==> src/verilog/md5Pkg.sv <==
`default_nettype none

package md5Pkg;

  localparam int WordWidth   = 32;
  localparam int DigestWidth = 128;
  localparam int NumSteps    = 64;
  // edges from sampling a candidate to its swapped digest
  localparam int PipeLatency = NumSteps + 1;

  typedef logic [WordWidth-1:0]   word_t;
  typedef logic [DigestWidth-1:0] digest_t;

  typedef enum logic [1:0] {FuncF, FuncG, FuncH, FuncI} roundFunc_e;

  localparam word_t InitA = 32'h67452301;
  localparam word_t InitB = 32'hefcdab89;
  localparam word_t InitC = 32'h98badcfe;
  localparam word_t InitD = 32'h10325476;

  //**********************************************************
  // per-step tables
  //**********************************************************

  localparam word_t SineTable [0:NumSteps-1] = '{
    32'hd76aa478, 32'he8c7b756, 32'h242070db, 32'hc1bdceee,
    32'hf57c0faf, 32'h4787c62a, 32'ha8304613, 32'hfd469501,
    32'h698098d8, 32'h8b44f7af, 32'hffff5bb1, 32'h895cd7be,
    32'h6b901122, 32'hfd987193, 32'ha679438e, 32'h49b40821,
    32'hf61e2562, 32'hc040b340, 32'h265e5a51, 32'he9b6c7aa,
    32'hd62f105d, 32'h02441453, 32'hd8a1e681, 32'he7d3fbc8,
    32'h21e1cde6, 32'hc33707d6, 32'hf4d50d87, 32'h455a14ed,
    32'ha9e3e905, 32'hfcefa3f8, 32'h676f02d9, 32'h8d2a4c8a,
    32'hfffa3942, 32'h8771f681, 32'h6d9d6122, 32'hfde5380c,
    32'ha4beea44, 32'h4bdecfa9, 32'hf6bb4b60, 32'hbebfbc70,
    32'h289b7ec6, 32'heaa127fa, 32'hd4ef3085, 32'h04881d05,
    32'hd9d4d039, 32'he6db99e5, 32'h1fa27cf8, 32'hc4ac5665,
    32'hf4292244, 32'h432aff97, 32'hab9423a7, 32'hfc93a039,
    32'h655b59c3, 32'h8f0ccc92, 32'hffeff47d, 32'h85845dd1,
    32'h6fa87e4f, 32'hfe2ce6e0, 32'ha3014314, 32'h4e0811a1,
    32'hf7537e82, 32'hbd3af235, 32'h2ad7d2bb, 32'heb86d391
  };

  // four rotate amounts per round
  localparam int ShiftTable [0:15] = '{
    7, 12, 17, 22, 5, 9, 14, 20, 4, 11, 16, 23, 6, 10, 15, 21
  };

  function automatic word_t stepConstant(int step);
    return SineTable[step];
  endfunction

  function automatic int stepShift(int step);
    return ShiftTable[(step / 16) * 4 + (step % 4)];
  endfunction

  function automatic roundFunc_e stepFunc(int step);
    return roundFunc_e'(step / 16);
  endfunction

  // true where the message schedule picks word 0
  function automatic bit stepUsesCandidate(int step);
    int msgIndex;
    case (step / 16)
      0: msgIndex = step;
      1: msgIndex = (5 * step + 1) % 16;
      2: msgIndex = (3 * step + 5) % 16;
      default: msgIndex = (7 * step) % 16;
    endcase
    return msgIndex == 0;
  endfunction

  //**********************************************************
  // word helpers
  //**********************************************************

  function automatic word_t roundFunc(roundFunc_e op, word_t b, word_t c, word_t d);
    case (op)
      FuncF: return (b & c) | (~b & d);
      FuncG: return (b & d) | (c & ~d);
      FuncH: return b ^ c ^ d;
      default: return c ^ (b | ~d);
    endcase
  endfunction

  function automatic word_t rotl(word_t w, int amount);
    return (w << amount) | (w >> (WordWidth - amount));
  endfunction

  // MD5 words are little endian
  function automatic word_t byteSwap(word_t w);
    return {w[7:0], w[15:8], w[23:16], w[31:24]};
  endfunction

endpackage

`default_nettype wire

==> src/verilog/candidateTracker.sv <==
`timescale 1ns/1ps
`default_nettype none

module candidateTracker #(
  parameter int Depth = md5Pkg::PipeLatency
) (
  input  logic          CLK,
  input  logic          reset,
  input  md5Pkg::word_t counterIn,
  output md5Pkg::word_t trackedCounter,
  output logic          trackedValid
);

  // entry k holds what was sampled k edges earlier
  md5Pkg::word_t candDelay [0:Depth];
  logic [Depth:0] fillDelay;

  always_ff @(posedge CLK)
  begin
    candDelay[0] <= counterIn;
    for (int k = 1; k <= Depth; k++)
    begin
      candDelay[k] <= candDelay[k-1];
    end
  end

  // candidates taken during reset never count as filled
  always_ff @(posedge CLK)
  begin
    if (reset)
      fillDelay <= '0;
    else
      fillDelay <= {fillDelay[Depth-1:0], 1'b1};
  end

  assign trackedCounter = candDelay[Depth];
  assign trackedValid   = fillDelay[Depth];

endmodule

`default_nettype wire

==> config.mk <==
export PLATFORM = sky130hd
export DESIGN_NAME = candidateTracker
export DESIGN_NICKNAME = d
export VERILOG_FILES = /design/src/verilog/md5Pkg.sv /design/src/verilog/candidateTracker.sv
export SDC_FILE = /design/constraint.sdc
export NUM_CORES = 1
export LEC_CHECK = 0
export BUFFER_PORTS_ARGS = -buffer_cell sky130_fd_sc_hd__buf_2
export CAP_MARGIN = 5
export CORE_AREA = 2 2 295 297
export DETAILED_ROUTE_END_ITERATION = 10
export DIE_AREA = 0 0 297 299
export PLACE_DENSITY = 0.7
export SYNTH_ARGS = -nofsm -noshare
export SYNTH_HDL_FRONTEND = slang
export SYNTH_SLANG_ARGS = --single-unit
==> constraint.sdc <==
create_clock -name CLK -period 0.8 [get_ports CLK]
set_clock_uncertainty 0.1 [all_clocks]
set_input_delay 0.16 -clock CLK [delete_from_list [all_inputs] [get_ports CLK]]
set_output_delay 0.16 -clock CLK [all_outputs]
set_load 0.005 [all_outputs]
== Word level (Yosys, flattened, before mapping) ==
Memory sizes are Yosys's and may differ from the RTL's.
Cells that the tools add are included.

* Memories kept: 1
* Register bits: 66
* Output and inout bits: 33
* Word-level logic and storage cells: 4
* Bits in writable memories: 2112

{| class="wikitable"
|+ Memory list
! memory !! depth !! width !! rd ports !! clocked after memory_dff !! write ports !! RTL line !! text
|-
| candDelay || 66 || 32 || 66 || 0 || 66 || candidateTracker.sv:15 || <nowiki>md5Pkg::word_t candDelay [0:Depth];</nowiki>
|}

* Mux-type cells: 1

{| class="wikitable"
|+ Operators with widths
! cell !! number
|-
| 2-to-1 mux 1 bit || 1
|}

== Logic depth before layout (Yosys ltp) ==
Gate-level depths: netlist (run 1).

* Depth in word-level cells: 1
* Gate-level depth with buffers: 3
* Mapped depth without buffers: 1

== Worst setup path before layout (run 1) ==
Ideal clock, no wire load.

* Kind: input -> register
* From: input reset
* To: register fillDelay[16]
* Slack: 0.111 ns
* Cell stages on the path: 3
* Path buffers: 2
* Arrival: 0.524 ns
* Data required time: 0.635 ns
* Cell sequence: buf_4 -> buf_6 -> nor2b_1

{| class="wikitable"
|+ RTL lines
! element !! RTL line !! text
|-
| start: declaration || candidateTracker.sv:8 || <nowiki>input logic reset,</nowiki>
|-
| end signal: assignment || candidateTracker.sv:33 || <nowiki>fillDelay <= {fillDelay[Depth-1:0], 1'b1};</nowiki>
|-
| end: declaration || candidateTracker.sv:16 || <nowiki>logic [Depth:0] fillDelay;</nowiki>
|}

No word-level cell between the ends.

==> results of run 1 <==
==> kinds of logic after synthesis <==
logic type | synth area share
buffers and inverters | 0.00150
AND/OR/NAND/NOR | 0.00923
flip-flops | 0.989
==> metal layers <==
layer / vias up / share of wire
li1: 7561 / -
met1: 7062 / 0.42
met2: 267 / 0.48
met3: 143 / 0.057
met4: 0 / 0.044
met5: - / 0
==> power groups by stage <==
stage	Clock (mW)	Combinational, mW	Sequential (mW)
floorplan	0	0.0689	116
detailed placement	0	0.135	116
finish	88.4	0.373	114
CTS	91.6	0.374	114
global placement	0	0.123	116
global route	96.1	0.407	114
==> metrics by stage <==
| step | instances | hold WS (ns) | TNS (ns) | cell area [sq um] | power (mW) |
|---|---|---|---|---|---|
| CTS | 3865 | 0.202 | -22.75 | 52800 | 206 |
| global route | 3861 | -0.0486 | -22.65 | 52800 | 211 |
| detailed placement | 3466 | 0.164 | -2.09 | 45800 | 116 |
| finish | 3861 | -0.0220 | -20.58 | 52800 | 202 |
| floorplan | 2251 | 0.0877 | 0 | 44100 | 116 |
| global placement | 3466 | 0.162 | 0 | 45800 | 116 |
==> what timing repair did <==
action,CTS,global route
setup endpoints to repair,33,39
resized for setup,0,10
endpoints found under the hold margin,98,4
hold buffers,65,1
==> how the worst max path moves through the flow <==
stage                            startpoint                 end  cells past startpoint
after global routing      candDelay[65][30]  trackedCounter[30]                      1
after CTS                 candDelay[65][31]  trackedCounter[31]                      1
after floorplan                       reset       fillDelay[16]                      3
after global placement                reset        fillDelay[8]                      3
final                     candDelay[65][30]  trackedCounter[30]                      1
after detailed placement              reset       fillDelay[43]                      3
==> sequential cells by signal, indices dropped and copies added, names as in the netlist <==
name / flops
candDelay: 2112
fillDelay: 66
==> layout by cell type, fill, tap and decap left out <==
master,instances
buf_6,2
clkinvlp_4,9
inv_6,2
nor2b_1,65
bufinv_16,12
clkbuf_1,41
inv_1,1
clkbuf_8,45
clkinv_16,7
clkinv_4,1
dlymetal6s4s_1,1
dfxtp_1,2171
clkinv_8,1
dfxtp_2,7
clkinv_2,24
buf_12,1
dlygate4sd3_1,61
buf_2,63
inv_16,2
inv_8,1
clkbuf_16,189
==> layout make-up <==
type / instances / area [sq um] / share of cell area
Inverter: 1 / 3.75 / 0.0000711
Sequential cell: 2178 / 43600 / 0.826
Clock buffer: 275 / 5500 / 0.104
Timing Repair Buffer: 128 / 981 / 0.0186
Tap cell: 1155 / 1450 / 0.0274
Multi-Input combinational cell: 65 / 407 / 0.00770
Clock inverter: 59 / 852 / 0.0161
==> out/metrics.yaml, run 1 <==
sta:
  maxSlewHeadroom: 0.826
  setup_ws_ns: -0.624
  setup_viol: 60
  tightest_slew_ns: 0.260
  fmax_mhz: 702
  fin_crit_sh: 1.78
  min_period_ns: 1.42
  drv_slew: 0
  hold_viol: 3
  rsz0062_at_grt: "true"
  whs_ns: -0.0220
pwr:
  power.density_mw_per_mm2: 3830
  switching_power_mw: 37.5
  p_int_mw: 165
  ir_worst_vdd_v: 0.00220
  power_frac_comb: 0.002
  p_seq_frac: 0.561
  power_leakage_nw: 22.0
  swShare: 0.185
  p_clk_frac: 0.437
floorplanning:
  core_area_sq_mm: 0.0859
  die_w_um: 297
  fp.dieH_um: 299
  row_count: 108
  initial_core_util: 0.513
  die_area_sq_mm: 0.0888
  io_pins: 67
yosys:
  synthCells: 2251
  synth_common_cells: "dfxtp_1 (2178), nor2b_1 (65), buf_6 (4)"
  yosysTopAreaCellShare: 0.989
  synth.most_common_cell: "dfxtp_1"
  synth_largest_area_cell: "dfxtp_1"
  synth_area_leaders: "dfxtp_1 (99%), nor2b_1 (0.92%), buf_6 (0.10%)"
  synthesis.nets: 2285
  seq_area_frac_synth: 0.989
  syn_area_sq_mm: 0.0441
  synth_area_per_cell_sq_um: 19.6
  postSynth.asyncResetShare: 0
  synth_cell_types: 6
  yosysWarnings: 0
  yosys_register_bits: 2178
  synthFlopType: "dfxtp_1"
  synth_edf_count: 0
place:
  port_buffers: 66
  pre_cts_ws_ns: -0.112
  gp_congestion: 0.699
  dp_hpwl_um: 17200
route:
  dr.pass1.iters: 4
  route.detailed.drc: 0
  viasPerCell: 3.89
  routedWlPerCell_um: 9.87
  drt_iter0_drc: 429
  drt_wl_total_um: 38100
  antenna_left: 0
  vias: 15033
critical_path:
  r2r_end: "fillDelay[43]"
  ff2ff_setup_slack_ns: 0.01
  critPathKind: "reg2out"
  critPathTopFamily: "flip-flops"
  worstPathCellList: "buf_6"
  crit_required_ns: 0.54
  slowest_delay_ns: 0.32
  reg2regPathDepth: 1
  startpoint_type: "register"
  cp_data_arrival_time_ns: 1.16
  r2r_start: "fillDelay[42]"
  crit_slowest_cell: "dfxtp_2"
  crit_fanout: 1
  cp.buffers_inverters: 1
  endpoint_kind: "primary output"
status:
  violations: "negative hold slack, negative setup slack"
  status: "complete, but fails checks"
global_routing:
  grt_pass1_wl_um: 66200
  overflow: 0
  met1_usage: 0.0928
  grtUsageMet3: 0.0347
  met2_usage: 0.153
  grt.busiest_layer: "met2"
  grt_start_max_net_pins: 67
  grt_pass1_vias: 15208
  grt.total_usage: 0.0907
  antenna_found_initial: 0
worst_hold_path:
  worstHoldPathCells: 2
  worstHoldStart: "counterIn[26]"
  min_path_type: "in2reg"
  whs_endpoint: "candDelay[0][26]"
clocking:
  cts_root_buf: "clkbuf_16"
  cts_buffers: 186
  clk_latency_ns: 0.74
  cts_tree: "yes"
  htreeDepth: 4
  clock-sinks: 2178
  path_clk_slew_ns: 0.06
  clk_path_buf_depth: 3
  post_cts_buffers: 0
run:
  max-cap-violations: 0
cells_and_area:
  post-route-util: 0.614
  nFillCells: 6234
  syn_to_final_growth_pct: 19.8
  nets: 2594
  drive_gt1_frac: 0.135
  diodes: 0
Power figures use the tool's default switching activity.
==> run 2, diff against run 1 <==
--- a/config.mk
+++ b/config.mk
@@ -7,10 +7,12 @@
 export LEC_CHECK = 0
 export BUFFER_PORTS_ARGS = -buffer_cell sky130_fd_sc_hd__buf_2
 export CAP_MARGIN = 5
-export CORE_AREA = 2 2 295 297
+export CELL_PAD_IN_SITES_DETAIL_PLACEMENT = 1
+export CELL_PAD_IN_SITES_GLOBAL_PLACEMENT = 2
+export CORE_AREA = 2 2 331 333
 export DETAILED_ROUTE_END_ITERATION = 10
-export DIE_AREA = 0 0 297 299
-export PLACE_DENSITY = 0.7
+export DIE_AREA = 0 0 333 335
+export PLACE_DENSITY_LB_ADDON = 0.1
 export SYNTH_ARGS = -nofsm -noshare
 export SYNTH_HDL_FRONTEND = slang
 export SYNTH_SLANG_ARGS = --single-unit
==> run 2 against run 1 <==
  * The run still ends with negative hold slack, negative setup slack left
  * Clock power increased by 5.8%
  * Clock-buffer cell count grew 31
  * Worst hold slack worse by 0.0095 ns
  * Core utilization fell by 12 points
  * Flip-flop and latch count did not move
  * Non-clock buffer count is 5 higher
  * Power rose by 2.5%
  * Critical path depth unchanged
  * Largest power group unchanged
  * Design area grew 1.5%
  * Sequential power is essentially flat
==> out/metrics.yaml, run 2 (same netlist as run 1, synthesis figures left out) <==
cells_and_area:
  final_common_cell: "dfxtp_1"
  syn_to_final_growth_pct: 21.6
  reg_top3: "candDelay (2112), fillDelay (66)"
  post-route-util: 0.496  # -0.119
  regMostFlops: "candDelay"
  final_cell_mix: "dfxtp_1 (2174), clkbuf_16 (204), nor2b_1 (65)"
  nets: 2612  # +0.69%
  drive_gt1_frac: 0.143  # +0.00771
  diodes: 0  # unchanged
  largest_reg_flops: 2112  # unchanged
route:
  routedWlPerCell_um: 9.06  # -8.2%
  antenna_left: 0  # unchanged
  dr.pass1.iters: 4  # unchanged
  route.detailed.drc: 0  # unchanged
  vias: 15435  # +2.7%
  viasPerCell: 3.71  # -4.6%
  drt_iter0_drc: 477  # +11%
  drt_wl_total_um: 37600  # -1.2%
clocking:
  cts_root_buf: "clkbuf_16"
  htreeDepth: 4  # unchanged
  clk_latency_ns: 0.74  # about the same
  cts_buffers: 199  # +7.0%
  clk_path_buf_depth: 3  # unchanged
  cts_tree: "yes"
  post_cts_buffers: 0  # unchanged
  path_clk_slew_ns: 0.06  # about the same
  clock-sinks: 2178  # unchanged
critical_path:
  startpoint: "candDelay[65][4]"
  critPathKind: "reg2out"
  r2r_end: "fillDelay[27]"
  crit_slowest_cell: "dfxtp_2"
  r2r_start: "fillDelay[26]"
  crit_required_ns: 0.54  # about the same
  cp_num_cells: 1  # unchanged
  startpoint_type: "register"
  slowest_delay_ns: 0.31  # about the same
  worstPathCellList: "buf_2"
  cp.buffers_inverters: 1  # unchanged
  reg2regPathDepth: 1  # unchanged
  cp_data_arrival_time_ns: 1.16  # about the same
  crit_fanout: 1  # unchanged
  endpoint_kind: "primary output"
  ff2ff_setup_slack_ns: 0.10  # +0.09 ns
  critPathTopFamily: "flip-flops"
global_routing:
  grt.total_usage: 0.0713  # -0.0195
  grt_start_max_net_pins: 52  # -22%
  grt_pass1_vias: 15773  # +3.7%
  grt_pass1_wl_um: 65700  # -0.66%
  overflow: 0  # unchanged
  antenna_found_initial: 0  # unchanged
pwr:
  power_mw: 207  # +2.5%
  ir_worst_vdd_v: 0.00219  # -0.56%
  power.density_mw_per_mm2: 3870  # +0.99%
  power_leakage_nw: 22.3  # +1.3%
sta:
  setup_ws_ns: -0.618  # +0.00573 ns
  whs_ns: -0.0315  # -0.00952 ns
  setup_viol: 61  # +1.7%
  min_period_ns: 1.42  # -0.00573 ns
  drv_slew: 0  # unchanged
  tightest_slew_ns: 0.255  # -0.00529 ns
  maxSlewHeadroom: 0.830  # +0.00389
  fmax_mhz: 705  # +0.40%
  fin_crit_sh: 1.77  # -0.00716
  rsz0062_at_grt: "true"
  hold_viol: 1  # -2
floorplanning:
  die_area_sq_mm: 0.112  # +26%
  die_w_um: 333  # +12%
  initial_core_util: 0.408  # -0.105
  io_pins: 67  # unchanged
  row_count: 121  # +12%
  core_area_sq_mm: 0.108  # +26%
  fp.dieH_um: 335  # +12%
worst_hold_path:
  min_path_type: "in2reg"
  worstHoldPathCells: 2  # unchanged
  whs_endpoint: "candDelay[0][23]"
  worstHoldStart: "counterIn[23]"
status:
  violations: "negative hold slack, negative setup slack"
  status: "complete, but fails checks"
run:
  max-cap-violations: 0  # unchanged
place:
  pre_cts_ws_ns: -0.0768  # +0.0356 ns
  gp_congestion: 0.647  # -7.4%
  port_buffers: 66  # unchanged
  dp_hpwl_um: 16600  # -3.7%
==> run 2: cell count changes in the layout (fill, tap and decap cells not counted), moves of 3 or more <==
| cell | change |
|---|---|
| dfxtp_2 | -3 |
| inv_6 | +4 |
| dlygate4sd3_1 | +3 |
| clkinvlp_4 | -8 |
| clkinv_2 | +10 |
| dfxtp_1 | +3 |
| clkbuf_8 | +11 |
| bufinv_16 | +3 |
| clkbuf_16 | +15 |
| clkbuf_1 | +5 |
| clkinv_16 | -7 |
==> run 2: routing by layer <==
metal | share of wire | vias to the layer above | global-route usage
met5 | 0 | - | 0
li1 | - | 7617 | -
met1 | 0.40 | 7366 | 0.0675
met3 | 0.071 | 157 | 0.0328
met2 | 0.48 | 295 | 0.120
met4 | 0.051 | 0 | 0.0546
==> run 2: metrics by stage <==
stage / area [sq um] / setup TNS (ns) / std cells
after floorplan: 44100 / 0 / 2251
after global placement: 46100 / 0 / 3727
after detailed placement: 46100 / -2.47 / 3727
after CTS: 53600 / -23.22 / 4157
after global routing: 53600 / -23.00 / 4156
final: 53600 / -20.45 / 4156
==> run 2: layout make-up <==
type,instances,area (sq um)
tap,1414,1770
sequential,2178,43600
clock inverter,59,729
fill,9836,54500
inverter,1,3.75
clock buffer,306,6050
timing repair buffer,133,1020
multi-input combinational,65,407
==> run 2: how the worst max path moves through the flow <==
stage / end / slack (ns)
4_1_cts: trackedCounter[7] / -0.72
2_1_floorplan: fillDelay[16] / 0.11
6_report: trackedCounter[4] / -0.62
3_3_place_gp: fillDelay[46] / 0.02
3_5_place_dp: fillDelay[36] / -0.08
5_1_grt: trackedCounter[4] / -0.71
==> run 2: repair_timing <==
action	CTS	global route
gates resized for setup	0	6
hold buffers	65	1
endpoints found under the hold margin	98	2
setup endpoints to repair	33	35
==> run 2: power by group <==
part,internal [mW],switching [mW]
combinational,0.280,0.108
sequential,113,0.786
clock,56.7,36.7
