[config.mk]
export PLATFORM = sky130hd
export DESIGN_NAME = matchLatch_flat
export DESIGN_NICKNAME = d
export VERILOG_FILES = /design/src/verilog/md5Pkg.sv /design/src/verilog/md5DigestIf.sv /design/src/verilog/matchLatch.sv /design/src/flat_wrapper.sv
export SDC_FILE = /design/constraint.sdc
export NUM_CORES = 1
export LEC_CHECK = 0
export BUFFER_PORTS_ARGS = -buffer_cell sky130_fd_sc_hd__buf_2
export CORE_AREA = 2 2 127 129
export CTS_CLUSTER_DIAMETER = 40
export DETAILED_ROUTE_END_ITERATION = 10
export DIE_AREA = 0 0 129 131
export GPL_ROUTABILITY_DRIVEN = 1
export HOLD_SLACK_MARGIN = 0.08
export PLACE_DENSITY_LB_ADDON = 0.12
export SLEW_MARGIN = 20
export SYNTH_ARGS = -nofsm -noshare
export SYNTH_HDL_FRONTEND = slang
export SYNTH_SLANG_ARGS = --single-unit
[constraint.sdc]
create_clock -name CLK -period 2.64 [get_ports CLK]
set_input_delay 0.66 -clock CLK [delete_from_list [all_inputs] [get_ports CLK]]
set_output_delay 0.66 -clock CLK [all_outputs]
set_load 0.01 [all_outputs]
[src/verilog/md5Pkg.sv]
`default_nettype none

package md5Pkg;

  localparam int WordWidth   = 32;
  localparam int DigestWidth = 128;
  localparam int NumSteps    = 64;
  // edges from sampling a candidate to its swapped digest
  localparam int PipeLatency = NumSteps + 1;

  typedef logic [WordWidth-1:0]   word_t;
  typedef logic [DigestWidth-1:0] digest_t;

  typedef enum logic [1:0] {FuncF, FuncG, FuncH, FuncI} roundFunc_e;

  localparam word_t InitA = 32'h67452301;
  localparam word_t InitB = 32'hefcdab89;
  localparam word_t InitC = 32'h98badcfe;
  localparam word_t InitD = 32'h10325476;

  //**********************************************************
  // per-step tables
  //**********************************************************

  localparam word_t SineTable [0:NumSteps-1] = '{
    32'hd76aa478, 32'he8c7b756, 32'h242070db, 32'hc1bdceee,
    32'hf57c0faf, 32'h4787c62a, 32'ha8304613, 32'hfd469501,
    32'h698098d8, 32'h8b44f7af, 32'hffff5bb1, 32'h895cd7be,
    32'h6b901122, 32'hfd987193, 32'ha679438e, 32'h49b40821,
    32'hf61e2562, 32'hc040b340, 32'h265e5a51, 32'he9b6c7aa,
    32'hd62f105d, 32'h02441453, 32'hd8a1e681, 32'he7d3fbc8,
    32'h21e1cde6, 32'hc33707d6, 32'hf4d50d87, 32'h455a14ed,
    32'ha9e3e905, 32'hfcefa3f8, 32'h676f02d9, 32'h8d2a4c8a,
    32'hfffa3942, 32'h8771f681, 32'h6d9d6122, 32'hfde5380c,
    32'ha4beea44, 32'h4bdecfa9, 32'hf6bb4b60, 32'hbebfbc70,
    32'h289b7ec6, 32'heaa127fa, 32'hd4ef3085, 32'h04881d05,
    32'hd9d4d039, 32'he6db99e5, 32'h1fa27cf8, 32'hc4ac5665,
    32'hf4292244, 32'h432aff97, 32'hab9423a7, 32'hfc93a039,
    32'h655b59c3, 32'h8f0ccc92, 32'hffeff47d, 32'h85845dd1,
    32'h6fa87e4f, 32'hfe2ce6e0, 32'ha3014314, 32'h4e0811a1,
    32'hf7537e82, 32'hbd3af235, 32'h2ad7d2bb, 32'heb86d391
  };

  // four rotate amounts per round
  localparam int ShiftTable [0:15] = '{
    7, 12, 17, 22, 5, 9, 14, 20, 4, 11, 16, 23, 6, 10, 15, 21
  };

  function automatic word_t stepConstant(int step);
    return SineTable[step];
  endfunction

  function automatic int stepShift(int step);
    return ShiftTable[(step / 16) * 4 + (step % 4)];
  endfunction

  function automatic roundFunc_e stepFunc(int step);
    return roundFunc_e'(step / 16);
  endfunction

  // true where the message schedule picks word 0
  function automatic bit stepUsesCandidate(int step);
    int msgIndex;
    case (step / 16)
      0: msgIndex = step;
      1: msgIndex = (5 * step + 1) % 16;
      2: msgIndex = (3 * step + 5) % 16;
      default: msgIndex = (7 * step) % 16;
    endcase
    return msgIndex == 0;
  endfunction

  //**********************************************************
  // word helpers
  //**********************************************************

  function automatic word_t roundFunc(roundFunc_e op, word_t b, word_t c, word_t d);
    case (op)
      FuncF: return (b & c) | (~b & d);
      FuncG: return (b & d) | (c & ~d);
      FuncH: return b ^ c ^ d;
      default: return c ^ (b | ~d);
    endcase
  endfunction

  function automatic word_t rotl(word_t w, int amount);
    return (w << amount) | (w >> (WordWidth - amount));
  endfunction

  // MD5 words are little endian
  function automatic word_t byteSwap(word_t w);
    return {w[7:0], w[15:8], w[23:16], w[31:24]};
  endfunction

endpackage

`default_nettype wire

[src/verilog/md5DigestIf.sv]
`timescale 1ns/1ps
`default_nettype none

// digest words in output byte order
interface md5DigestIf;

  md5Pkg::word_t wordA;
  md5Pkg::word_t wordB;
  md5Pkg::word_t wordC;
  md5Pkg::word_t wordD;

  modport source (
    output wordA, wordB, wordC, wordD
  );

  modport sink (
    input wordA, wordB, wordC, wordD
  );

endinterface

`default_nettype wire

[src/verilog/matchLatch.sv]
`timescale 1ns/1ps
`default_nettype none

module matchLatch (
  input  logic            CLK,
  input  logic            reset,
  md5DigestIf.sink        digest,
  input  md5Pkg::digest_t targetHash,
  input  md5Pkg::word_t   trackedCounter,
  input  logic            trackedValid,
  output logic            found,
  output md5Pkg::word_t   foundCounter
);

  md5Pkg::digest_t digestValue;
  logic            isMatch;

  // word A lands in the top bits
  assign digestValue = {digest.wordA, digest.wordB, digest.wordC, digest.wordD};
  assign isMatch     = trackedValid && (digestValue == targetHash);

  // first match wins, held until reset
  always_ff @(posedge CLK)
  begin
    if (reset)
    begin
      found        <= 1'b0;
      foundCounter <= '0;
    end
    else if (isMatch && !found)
    begin
      found        <= 1'b1;
      foundCounter <= trackedCounter;
    end
  end

endmodule

`default_nettype wire

[src/flat_wrapper.sv]
// flat-port wrapper written by rule: the top's interface ports become plain ports
module matchLatch_flat 
  (CLK, reset, targetHash, trackedCounter, trackedValid, found, foundCounter, digest_wordA, digest_wordB, digest_wordC, digest_wordD);
  md5DigestIf digest_i ();
  input  logic CLK;
  input  logic reset;
  input  md5Pkg::digest_t targetHash;
  input  md5Pkg::word_t trackedCounter;
  input  logic trackedValid;
  output logic found;
  output md5Pkg::word_t foundCounter;
  input wire logic [$bits(digest_i.wordA)-1:0] digest_wordA;
  input wire logic [$bits(digest_i.wordB)-1:0] digest_wordB;
  input wire logic [$bits(digest_i.wordC)-1:0] digest_wordC;
  input wire logic [$bits(digest_i.wordD)-1:0] digest_wordD;
  assign digest_i.wordA = digest_wordA;
  assign digest_i.wordB = digest_wordB;
  assign digest_i.wordC = digest_wordC;
  assign digest_i.wordD = digest_wordD;
  matchLatch u_core (.CLK(CLK), .reset(reset), .digest(digest_i), .targetHash(targetHash), .trackedCounter(trackedCounter), .trackedValid(trackedValid), .found(found), .foundCounter(foundCounter));
endmodule
# [Word-level counts from Yosys, hierarchy flattened]
# Cells that the tools add are included.
# W data, S select, Z words.
[classes] reduce_logical=3 eq_ne=1
[op_table] cell="$eq A128 B128 Y1" count=1
[op_table] cell="$logic_and A1 B1 Y1" count=2
[op_table] cell="$logic_not A1 Y1" count=1
[totals] regBits=33 input_bits=291 out_inout_bits=33 elab_cells=6

# [Depth between registers and ports, before layout]
# Gate-level depths: netlist (run 1).
[depth] word_depth=3 mapped_depth=9 depth_no_buf=7

# [Worst setup path after synthesis (run 1)]
# No wires, ideal clock.
[synth_timing] kind="input -> register" startpoint="in targetHash[51]" endpoint="reg u_core.foundCounter[0]" path_slack_ns=0.217 setup_time_ns=0.072 arrival_ns=2.352 cell_stages=9 t_required_ns=2.568 path_buffers=2 path_cell_list="nor2b_1 -> a2111o_1 -> a2111oi_2 -> nand4_1 -> nor4_2 -> and3_1 -> buf_6 -> buf_12 -> mux2i_1"
[synth_between] elab_chain_len=3
[synth_rtl] item="from (decl)" line="flat_wrapper.sv:7" source="input md5Pkg::digest_t targetHash;"
[synth_rtl] item="$eq A128 B128 Y1" line="matchLatch.sv:20" source="assign isMatch = trackedValid && (digestValue == targetHash);"
[synth_rtl] item="$logic_and A1 B1 Y1" line="matchLatch.sv:20"
[synth_rtl] item="$logic_and A1 B1 Y1" line="matchLatch.sv:30" source="else if (isMatch && !found)"
[synth_rtl] item="to (signal assigned)" line="matchLatch.sv:33" source="foundCounter <= trackedCounter;"
[synth_rtl] item="to (decl)" line="matchLatch.sv:12" source="output md5Pkg::word_t foundCounter"
# No other way between the ends.
# A chain may end at the register's enable or synchronous reset.

# [Worst setup path in the final report (run 1)]
[layout_timing] startpoint="in targetHash[51]" endpoint="reg u_core.foundCounter[31]"
# The elaborated chain is that of the path after synthesis.

==> results.md, run 1 <==
- For this run, the number of Yosys warnings is 0.
- The number of detailed-route iterations in the first pass is 4.
- The type of the setup path with the least slack is input port to flip-flop.
- The half-perimeter wire length after detailed placement is 12,270 microns.
- Of the synthesized area, sequential elements account for 0.2111.
- The TritonCTS clock tree is built.
- At the pin with the least slew margin, the transition time is 773.1 ps.
- The headroom to the max-slew limit is 0.4846.
- approximately 320 I/O pins were placed.
- The post-route core utilization is 0.3344.
- The total number of H-tree levels is 2.
- The pin count of the biggest net entering global routing is 66.
- CTS placed an instance of clkbuf_16 at the clock tree root.
- The initialized floorplan defines 46 standard-cell rows.
- After detailed routing, the average wire length per cell comes to ~15 microns.
- The count of routing violations after the opening detailed-route iteration is roughly 110.
- The total number of vias is 3,834.
- The via count of the first global-routing pass is 3,787.
- Leaving out fill and tap cells, the most frequent cells in the layout are buf_2 (323), nand2b_1 (82), inv_1 (44), xor2_1 (41), dfxtp_1 (33).
- The total placed instance area is 0.005020 sq mm.
- Once layout is done, the placed cells without fillers occupy 0.005216 sq mm.
- In this run the most critical hold path is launched from u_core.foundCounter[8].
- Across the VDD grid, the largest voltage drop is just under 0.2 mV.
- Hold repair after CTS inserted 0 buffers.
- The synthesis-stage register bit count is 33.
- The initial antenna violation count is 1.
- The worst hold path belongs to the class flip-flop to flip-flop.
- In this run the remaining antenna-violating nets after routing total 0.
- The post-synthesis net count is 667.
- The data required time of the worst path is 2840 ps.
- Setup repair after global routing left no endpoint under its margin.
- The startpoint of the lowest-slack register-to-register path is u_core.found.
- Global routing finished with a remaining overflow of 0.
- The routed design has 13,890 microns of wire.
- In this run the power density over the cells is around 320 mW/mm^2.
- The worst setup path is captured at a flip-flop.
- Between clock sinks in the finished design, the worst skew comes to approximately 3.3 ps.
- The number of endpoints with negative hold slack in the final report is 0.
- The top fanout value on the critical path is 11.
- The worst setup path is launched from an input port.
- The die extent in x is 129 microns.
- The maximum clock frequency is 0.4093 GHz.
- The total clock sinks is 33.
- In this run the standard cell core region covers 0.01560 sq mm.
- The register clock-pin slew on the reported worst setup and hold paths is 50 ps.
- Counting tap cells, the placed design contains a total of about 900 instances.
- The placer's final routability congestion estimate is ~0.88.
- The largest buffer count on any clock path is 2.
- After synthesis the cells add up to 0.003129 sq mm.
- Counting every instance in the synthesized netlist gives roughly 380.
- For this configuration, the core starts out at a cell density of 0.2006.
- Across every metal layer, demand over resource in global routing totals 0.1495.
- The total CTS buffers is 5.
- In the finished design, the share of the clock period the worst path needs comes to 0.9254.
- For this run, the number of standard cells in the final layout without fillers is around 920.
- Before CTS, the worst setup slack after placement is -207.4 ps.
- From synthesis to final layout, the design area changed by 66.69%.
- The final-stage net count is roughly 1,000.
- The max-slew violation count is 0.
- The run finished with clean final reports.
- The number of buffers added on ports is 323.
- The total design power is approximately 1.7 mW.
- The wire length of the first global-routing pass is 19,300 microns.
- Measured along the y axis, the die boundary spans 131 microns.
- The worst hold-check slack is 466.5 ps.
- The die area is around 0.017 sq mm.
- Setup violations remaining at the end of the flow were counted as 0.
- The post-synthesis average cell area is 8.322 sq um.
- The shortest clock period the worst path allows after layout is 2443 ps.
- Counting distinct cell types in the post-synthesis netlist gives 37.
- The critical path starts at targetHash[51].
- Clock latency on the worst-skew pair, taken at its later pin, is 270 ps.
- The detailed-route DRC error count is 0.
- The share of layout cells above drive strength 1 is 0.5071.
- After layout, the worst setup slack is 196.9 ps.
- The tool flagged a number of max-cap violations equal to 0.
- The worst path arrival time is between 2000 and 3000 ps.
- The most common library cell in the layout ignoring fill and taps is buf_2.
- The final-layout setup total negative slack is 0 ps.
- The number of vias per cell is 4.154.
- The leakage power total is 2.618 nW.
-- cells by family after synthesis --
kind of cell / after synthesis / share of synthesized area
AND/OR/NAND/NOR: 128 / 0.2603
XOR/XNOR: 72 / 0.2015
buffers and inverters: 61 / 0.09117
AO/OA/AOI/OAI: 50 / 0.1335
flip-flops: 33 / 0.2111
multiplexers: 32 / 0.1024
-- Yosys cell counts, drive strengths merged --
master / n / share of area
nor3: 2 / 0.0048
a221oi: 4 / 0.011
a2111o: 1 / 0.0036
o2bb2ai: 6 / 0.017
o221ai: 2 / 0.0076
mux2i: 32 / 0.10
nor2b: 6 / 0.012
nand4: 14 / 0.030
clkbuf: 7 / 0.0084
nor2: 2 / 0.0024
xnor2: 31 / 0.087
dfxtp: 33 / 0.21
o21ba: 1 / 0.0032
xor2: 41 / 0.11
o2111ai: 6 / 0.017
nand2b: 82 / 0.16
inv: 49 / 0.059
nor4: 18 / 0.038
buf: 4 / 0.023
and3: 1 / 0.0020
a222oi: 1 / 0.0032
o22ai: 14 / 0.028
a22o: 8 / 0.024
and2b: 2 / 0.0056
clkinv: 1 / 0.0012
nand3: 1 / 0.0016
a21oi: 2 / 0.0032
a2111oi: 5 / 0.016
-- power breakdown --
part | internal (mW) | switching, mW | leakage [nW] | total (mW)
Sequential | 0.498 | 0 | 0.266 | 0.498
Combinational | 0.291 | 0.217 | 2.27 | 0.508
Clock | 0.438 | 0.207 | 0.0797 | 0.644
Total | 1.23 | 0.424 | 2.62 | 1.65
-- worst max-delay path, stage by stage --
cell	delay, ps
buf_2	100
nor2b_1	130
a2111o_1	390
a2111oi_2	350
nand4_1	180
nor4_2	170
and3_4	280
clkbuf_16	200
mux2i_1	180
-- layer usage --
layer / vias to the layer above / GRT usage / wire length (microns)
met2: 170 / 0.2789 / 6970
met3: 12 / 0.03094 / 963
met1: 1699 / 0.1759 / 5792
li1: 1953 / - / -
met4: 0 / 0.03389 / 167
met5: - / 0 / 0
-- final timing paths --
kind,slack (ps),cells after the start,endpoint
setup reg to reg,810,7,u_core.foundCounter[31]
hold reg to reg,470,2,u_core.foundCounter[8]
hold / removal,470,2,u_core.foundCounter[8]
setup / recovery,200,9,u_core.foundCounter[31]
-- state kept, by name, indices dropped and copies added, names as in the netlist --
register	flops
u_core.found	1
u_core.foundCounter	32
-- area by class of cell --
| class | instances | area, sq um |
|---|---|---|
| sequential | 33 | 660.6 |
| tap | 216 | 270.3 |
| antenna | 1 | 2.502 |
| timing repair buffer | 334 | 1742 |
| multi-input combinational | 282 | 2193 |
| clock buffer | 5 | 125.1 |
| inverter | 50 | 187.7 |
| fill | 1698 | 10380 |
| clock inverter | 2 | 35.03 |
-- what timing repair did --
| item | 4_1_cts | 5_1_grt |
|---|---|---|
| resized for setup | 0 | 2 |
| setup buffers | 0 | 0 |
| endpoints found under the setup margin | 0 | 14 |
(Power assumes the default switching activity.)
==> run 2: changes to the inputs <==
CELL_PAD_IN_SITES_DETAIL_PLACEMENT = 2   (was not set)
CELL_PAD_IN_SITES_GLOBAL_PLACEMENT = 2   (was not set)
CORE_AREA = not set   (was 2 2 127 129)
CORE_UTILIZATION = 17   (was not set)
DIE_AREA = not set   (was 0 0 129 131)
RECOVER_POWER = 100   (was not set)
==> results.md, run 2 (same netlist as run 1, synthesis figures left out) <==
- Ordered list of cells on the worst path: buf_2 > xnor2_2 > o221ai_2 > a2111oi_4 > nand4_1 > nor4_2 > and3_4 > clkbuf_16 > mux2i_1 (was buf_2 > nor2b_1 > a2111o_1 > a2111oi_2 > nand4_1 > nor4_2 > and3_4 > clkbuf_16 > mux2i_1).
- The initial core utilization came to 0.1736 (was 0.2006).
- The TritonCTS clock tree is built (unchanged).
- The clock latency on the worst-skew pair came to 280 ps (was 270 ps).
- The final cycle utilization of the critical path came to 0.9598 (was 0.9254).
- The register clock-pin slew on the reported worst setup and hold paths is 50 ps (about the same).
- The type of destination of the critical path is a flip-flop (unchanged).
- The total CTS buffers is 5 (unchanged).
- The detailed-route DRC error count is 0 (unchanged).
- Result of the run: finished, final reports clean (unchanged).
- The most common library cell in the layout ignoring fill and taps is buf_2 (unchanged).
- The count of routing violations after the opening detailed-route iteration is 52 (was 109).
- The top fanout value on the critical path is 6 (was 11).
- The die height is 137.7 microns (was 131 microns).
- The number of maximum-capacitance violations came to 0 (unchanged).
- The half-perimeter wire length after detailed placement is 14,430 microns (was 12,270 microns).
- The wire length of the first global-routing pass is 22,400 microns (was 19,300 microns).
- The worst slack after detailed placement is -268.4 ps (was -207.4 ps).
- The detail-routed net length per standard cell is 17.34 microns (was 15.05 microns).
- The area of the placeable core is 0.01802 sq mm (was 0.01560 sq mm).
- The number of setup violations in the final report is 0 (unchanged).
- The max-slew violation count is 0 (unchanged).
- The number of cells on the worst hold path was 2 (unchanged).
- The maximum clock skew at final layout came to 3.840 ps (was 3.300 ps).
- The overall routed net length is 16,380 microns (was 13,890 microns).
- The power per cell area is 325.2 mW/mm^2 (was 316.4 mW/mm^2).
- The synthesis-to-layout area growth is 70.37% (was 66.69%).
- The number of endpoints with negative hold slack in the final report was 0 (unchanged).
- The cell depth of the worst flop-to-flop path was 6 (was 7).
- The setup fix buffers added after clock tree synthesis is 0 (unchanged).
- The share of layout cells above drive strength 1 is 0.4698 (was 0.5071).
- The largest voltage drop on the vdd net came to 0.2132 mV (was 0.1956 mV).
- The non-filler instance count after layout is 945 (was 923).
- The pin count of the biggest net entering global routing was 66 (unchanged).
- The final-stage net count is 1,003 (was 997).
- The kind of launch point of the worst setup path is an input port (unchanged).
- The maximum cell stage delay along the critical path is 360 ps (was 390 ps).
- The maximum clock frequency is 0.3947 GHz (was 0.4093 GHz).
- The hold path startpoint was u_core.foundCounter[2] (was u_core.foundCounter[8]).
- The headroom to the max-slew limit is 0.4519 (was 0.4846).
- The final critical-path setup slack is 106.2 ps (was 196.9 ps).
- The register-to-register path setup slack came to 960 ps (was 810 ps).
- The worst path arrival time is 2740 ps (was 2640 ps).
- The shortest clock period the worst path allows after layout is 2534 ps (was 2443 ps).
- The die area is 0.01895 sq mm (was 0.01690 sq mm).
- The register with the highest flop count is u_core.foundCounter (unchanged).
- The hold buffer count at CTS came to 0 (unchanged).
- The placer's final routability congestion estimate is 0.7676 (was 0.8802).
- The total number of H-tree levels is 2 (unchanged).
- The total clock sinks is 33 (unchanged).
- The antenna violation net count after detailed routing was 0 (unchanged).
- The flip-flop count of the largest register, all copies and words added is 32 (unchanged).
- The total global routing overflow is 0 (unchanged).
- The critical path startpoint is targetHash[86] (was targetHash[51]).
- The overall global routing resource usage is 0.1599 (was 0.1495).
- The number of buffers added on ports was 323 (unchanged).
- The worst hold-check slack came to 477.0 ps (was 466.5 ps).
- The kind of path behind the tightest hold check was flip-flop to flip-flop (unchanged).
- The via count of the first global-routing pass is 4,444 (was 3,787).
- The transition time of the tightest slew-check pin is 822.1 ps (was 773.1 ps).
- The placement row count was 49 (was 46).
- The post-CTS resize count was 0 (unchanged).
- The data required time of the worst path was 2850 ps (was 2840 ps).
- The die extent in x is 137.7 microns (was 129 microns).
- The number of cells in the design after placement was 931 (was 914).
- The total number of vias is 4,045 (was 3,834).
- The initial antenna violation count is 3 (was 1).
- The post-route core utilization is 0.2958 (was 0.3344).
- The leakage power total came to 2.526 nW (was 2.618 nW).
- The number of detailed-route iterations in the first pass is 4 (unchanged).
- The terminating pin of the worst hold path is u_core.foundCounter[2] (was u_core.foundCounter[8]).
- The cell chosen for the clock root is clkbuf_16 (unchanged).
- The slowest library cell on the worst path is a2111oi_4 (was a2111o_1).
- The number of top-level pins is 324 (unchanged).
- The largest buffer count on any clock path is 2 (unchanged).
- Leading cell types in the layout, fill and taps excluded: buf_2 (289), nand2b_1 (82), inv_1 (44), xor2_1 (41) (was buf_2 (323), nand2b_1 (82), inv_1 (44), xor2_1 (41), dfxtp_1 (33)).
- The endpoint of the most critical register-to-register path is u_core.foundCounter[29] (was u_core.foundCounter[31]).
- Largest registers: u_core.foundCounter: 32 flops, u_core.found: 1 flops (unchanged).
- The total of fill cells in the finished design came to 2,226 (was 1,698).
- The startpoint of the lowest-slack register-to-register path is u_core.found (unchanged).
- The type of the setup path with the least slack is input port to flip-flop (unchanged).
- The number of vias per cell is 4.280 (was 4.154).
-- run 2: how the worst max path moves through the flow --
| stage | to | slack [ps] | cells past startpoint |
|---|---|---|---|
| 2_1_floorplan | u_core.foundCounter[0] | 220 | 9 |
| 3_3_place_gp | u_core.foundCounter[11] | -290 | 9 |
| 3_5_place_dp | u_core.foundCounter[22] | -270 | 9 |
| 4_1_cts | u_core.foundCounter[31] | 20 | 9 |
| 5_1_grt | u_core.foundCounter[13] | -4 | 9 |
| 6_report | u_core.foundCounter[29] | 110 | 9 |
-- run 2: worst max-delay path: cells and delay by family --
kind,cells,cell delay (ps)
compound gates,2,500
xor+xnor,1,190
buf+inv,2,310
mux,1,180
simple gates,3,880
-- run 2: where the power goes --
group          internal, mW  switching [mW]  leakage (nW)
clock                 0.471           0.230        0.0831
sequential            0.498               0         0.266
combinational         0.300           0.235          2.18
total                  1.27           0.465          2.53
-- run 2: layout make-up --
class                           instances  area, sq um  area share
Timing Repair Buffer                  340         1773      0.3326
Tap cell                              229        286.5     0.05374
Inverter                               50        187.7     0.03520
Antenna cell                            3        7.507    0.001408
Clock inverter                          2        37.54    0.007041
Clock buffer                            6        138.9     0.02605
Sequential cell                        33        660.6      0.1239
Multi-Input combinational cell        282         2240      0.4201
-- run 2: stage by stage --
step | area [sq um] | TNS, ps | power [mW]
after detailed placement | 5054 | -7394 | 1.037
final | 5331 | 0 | 1.734
after global placement | 5054 | -9233 | 1.021
after floorplan | 3129 | 0 | 0.7150
after global routing | 5329 | -6.600 | 1.831
after CTS | 5230 | 0 | 1.757
-- run 2: per-layer routing --
layer / GRT usage / vias to the layer above / part of all wire
li1: - / 1969 / -
met1: 0.1459 / 1868 / 0.35
met2: 0.3319 / 192 / 0.54
met3: 0.04636 / 16 / 0.092
met4: 0.04579 / 0 / 0.017
met5: 0 / - / 0
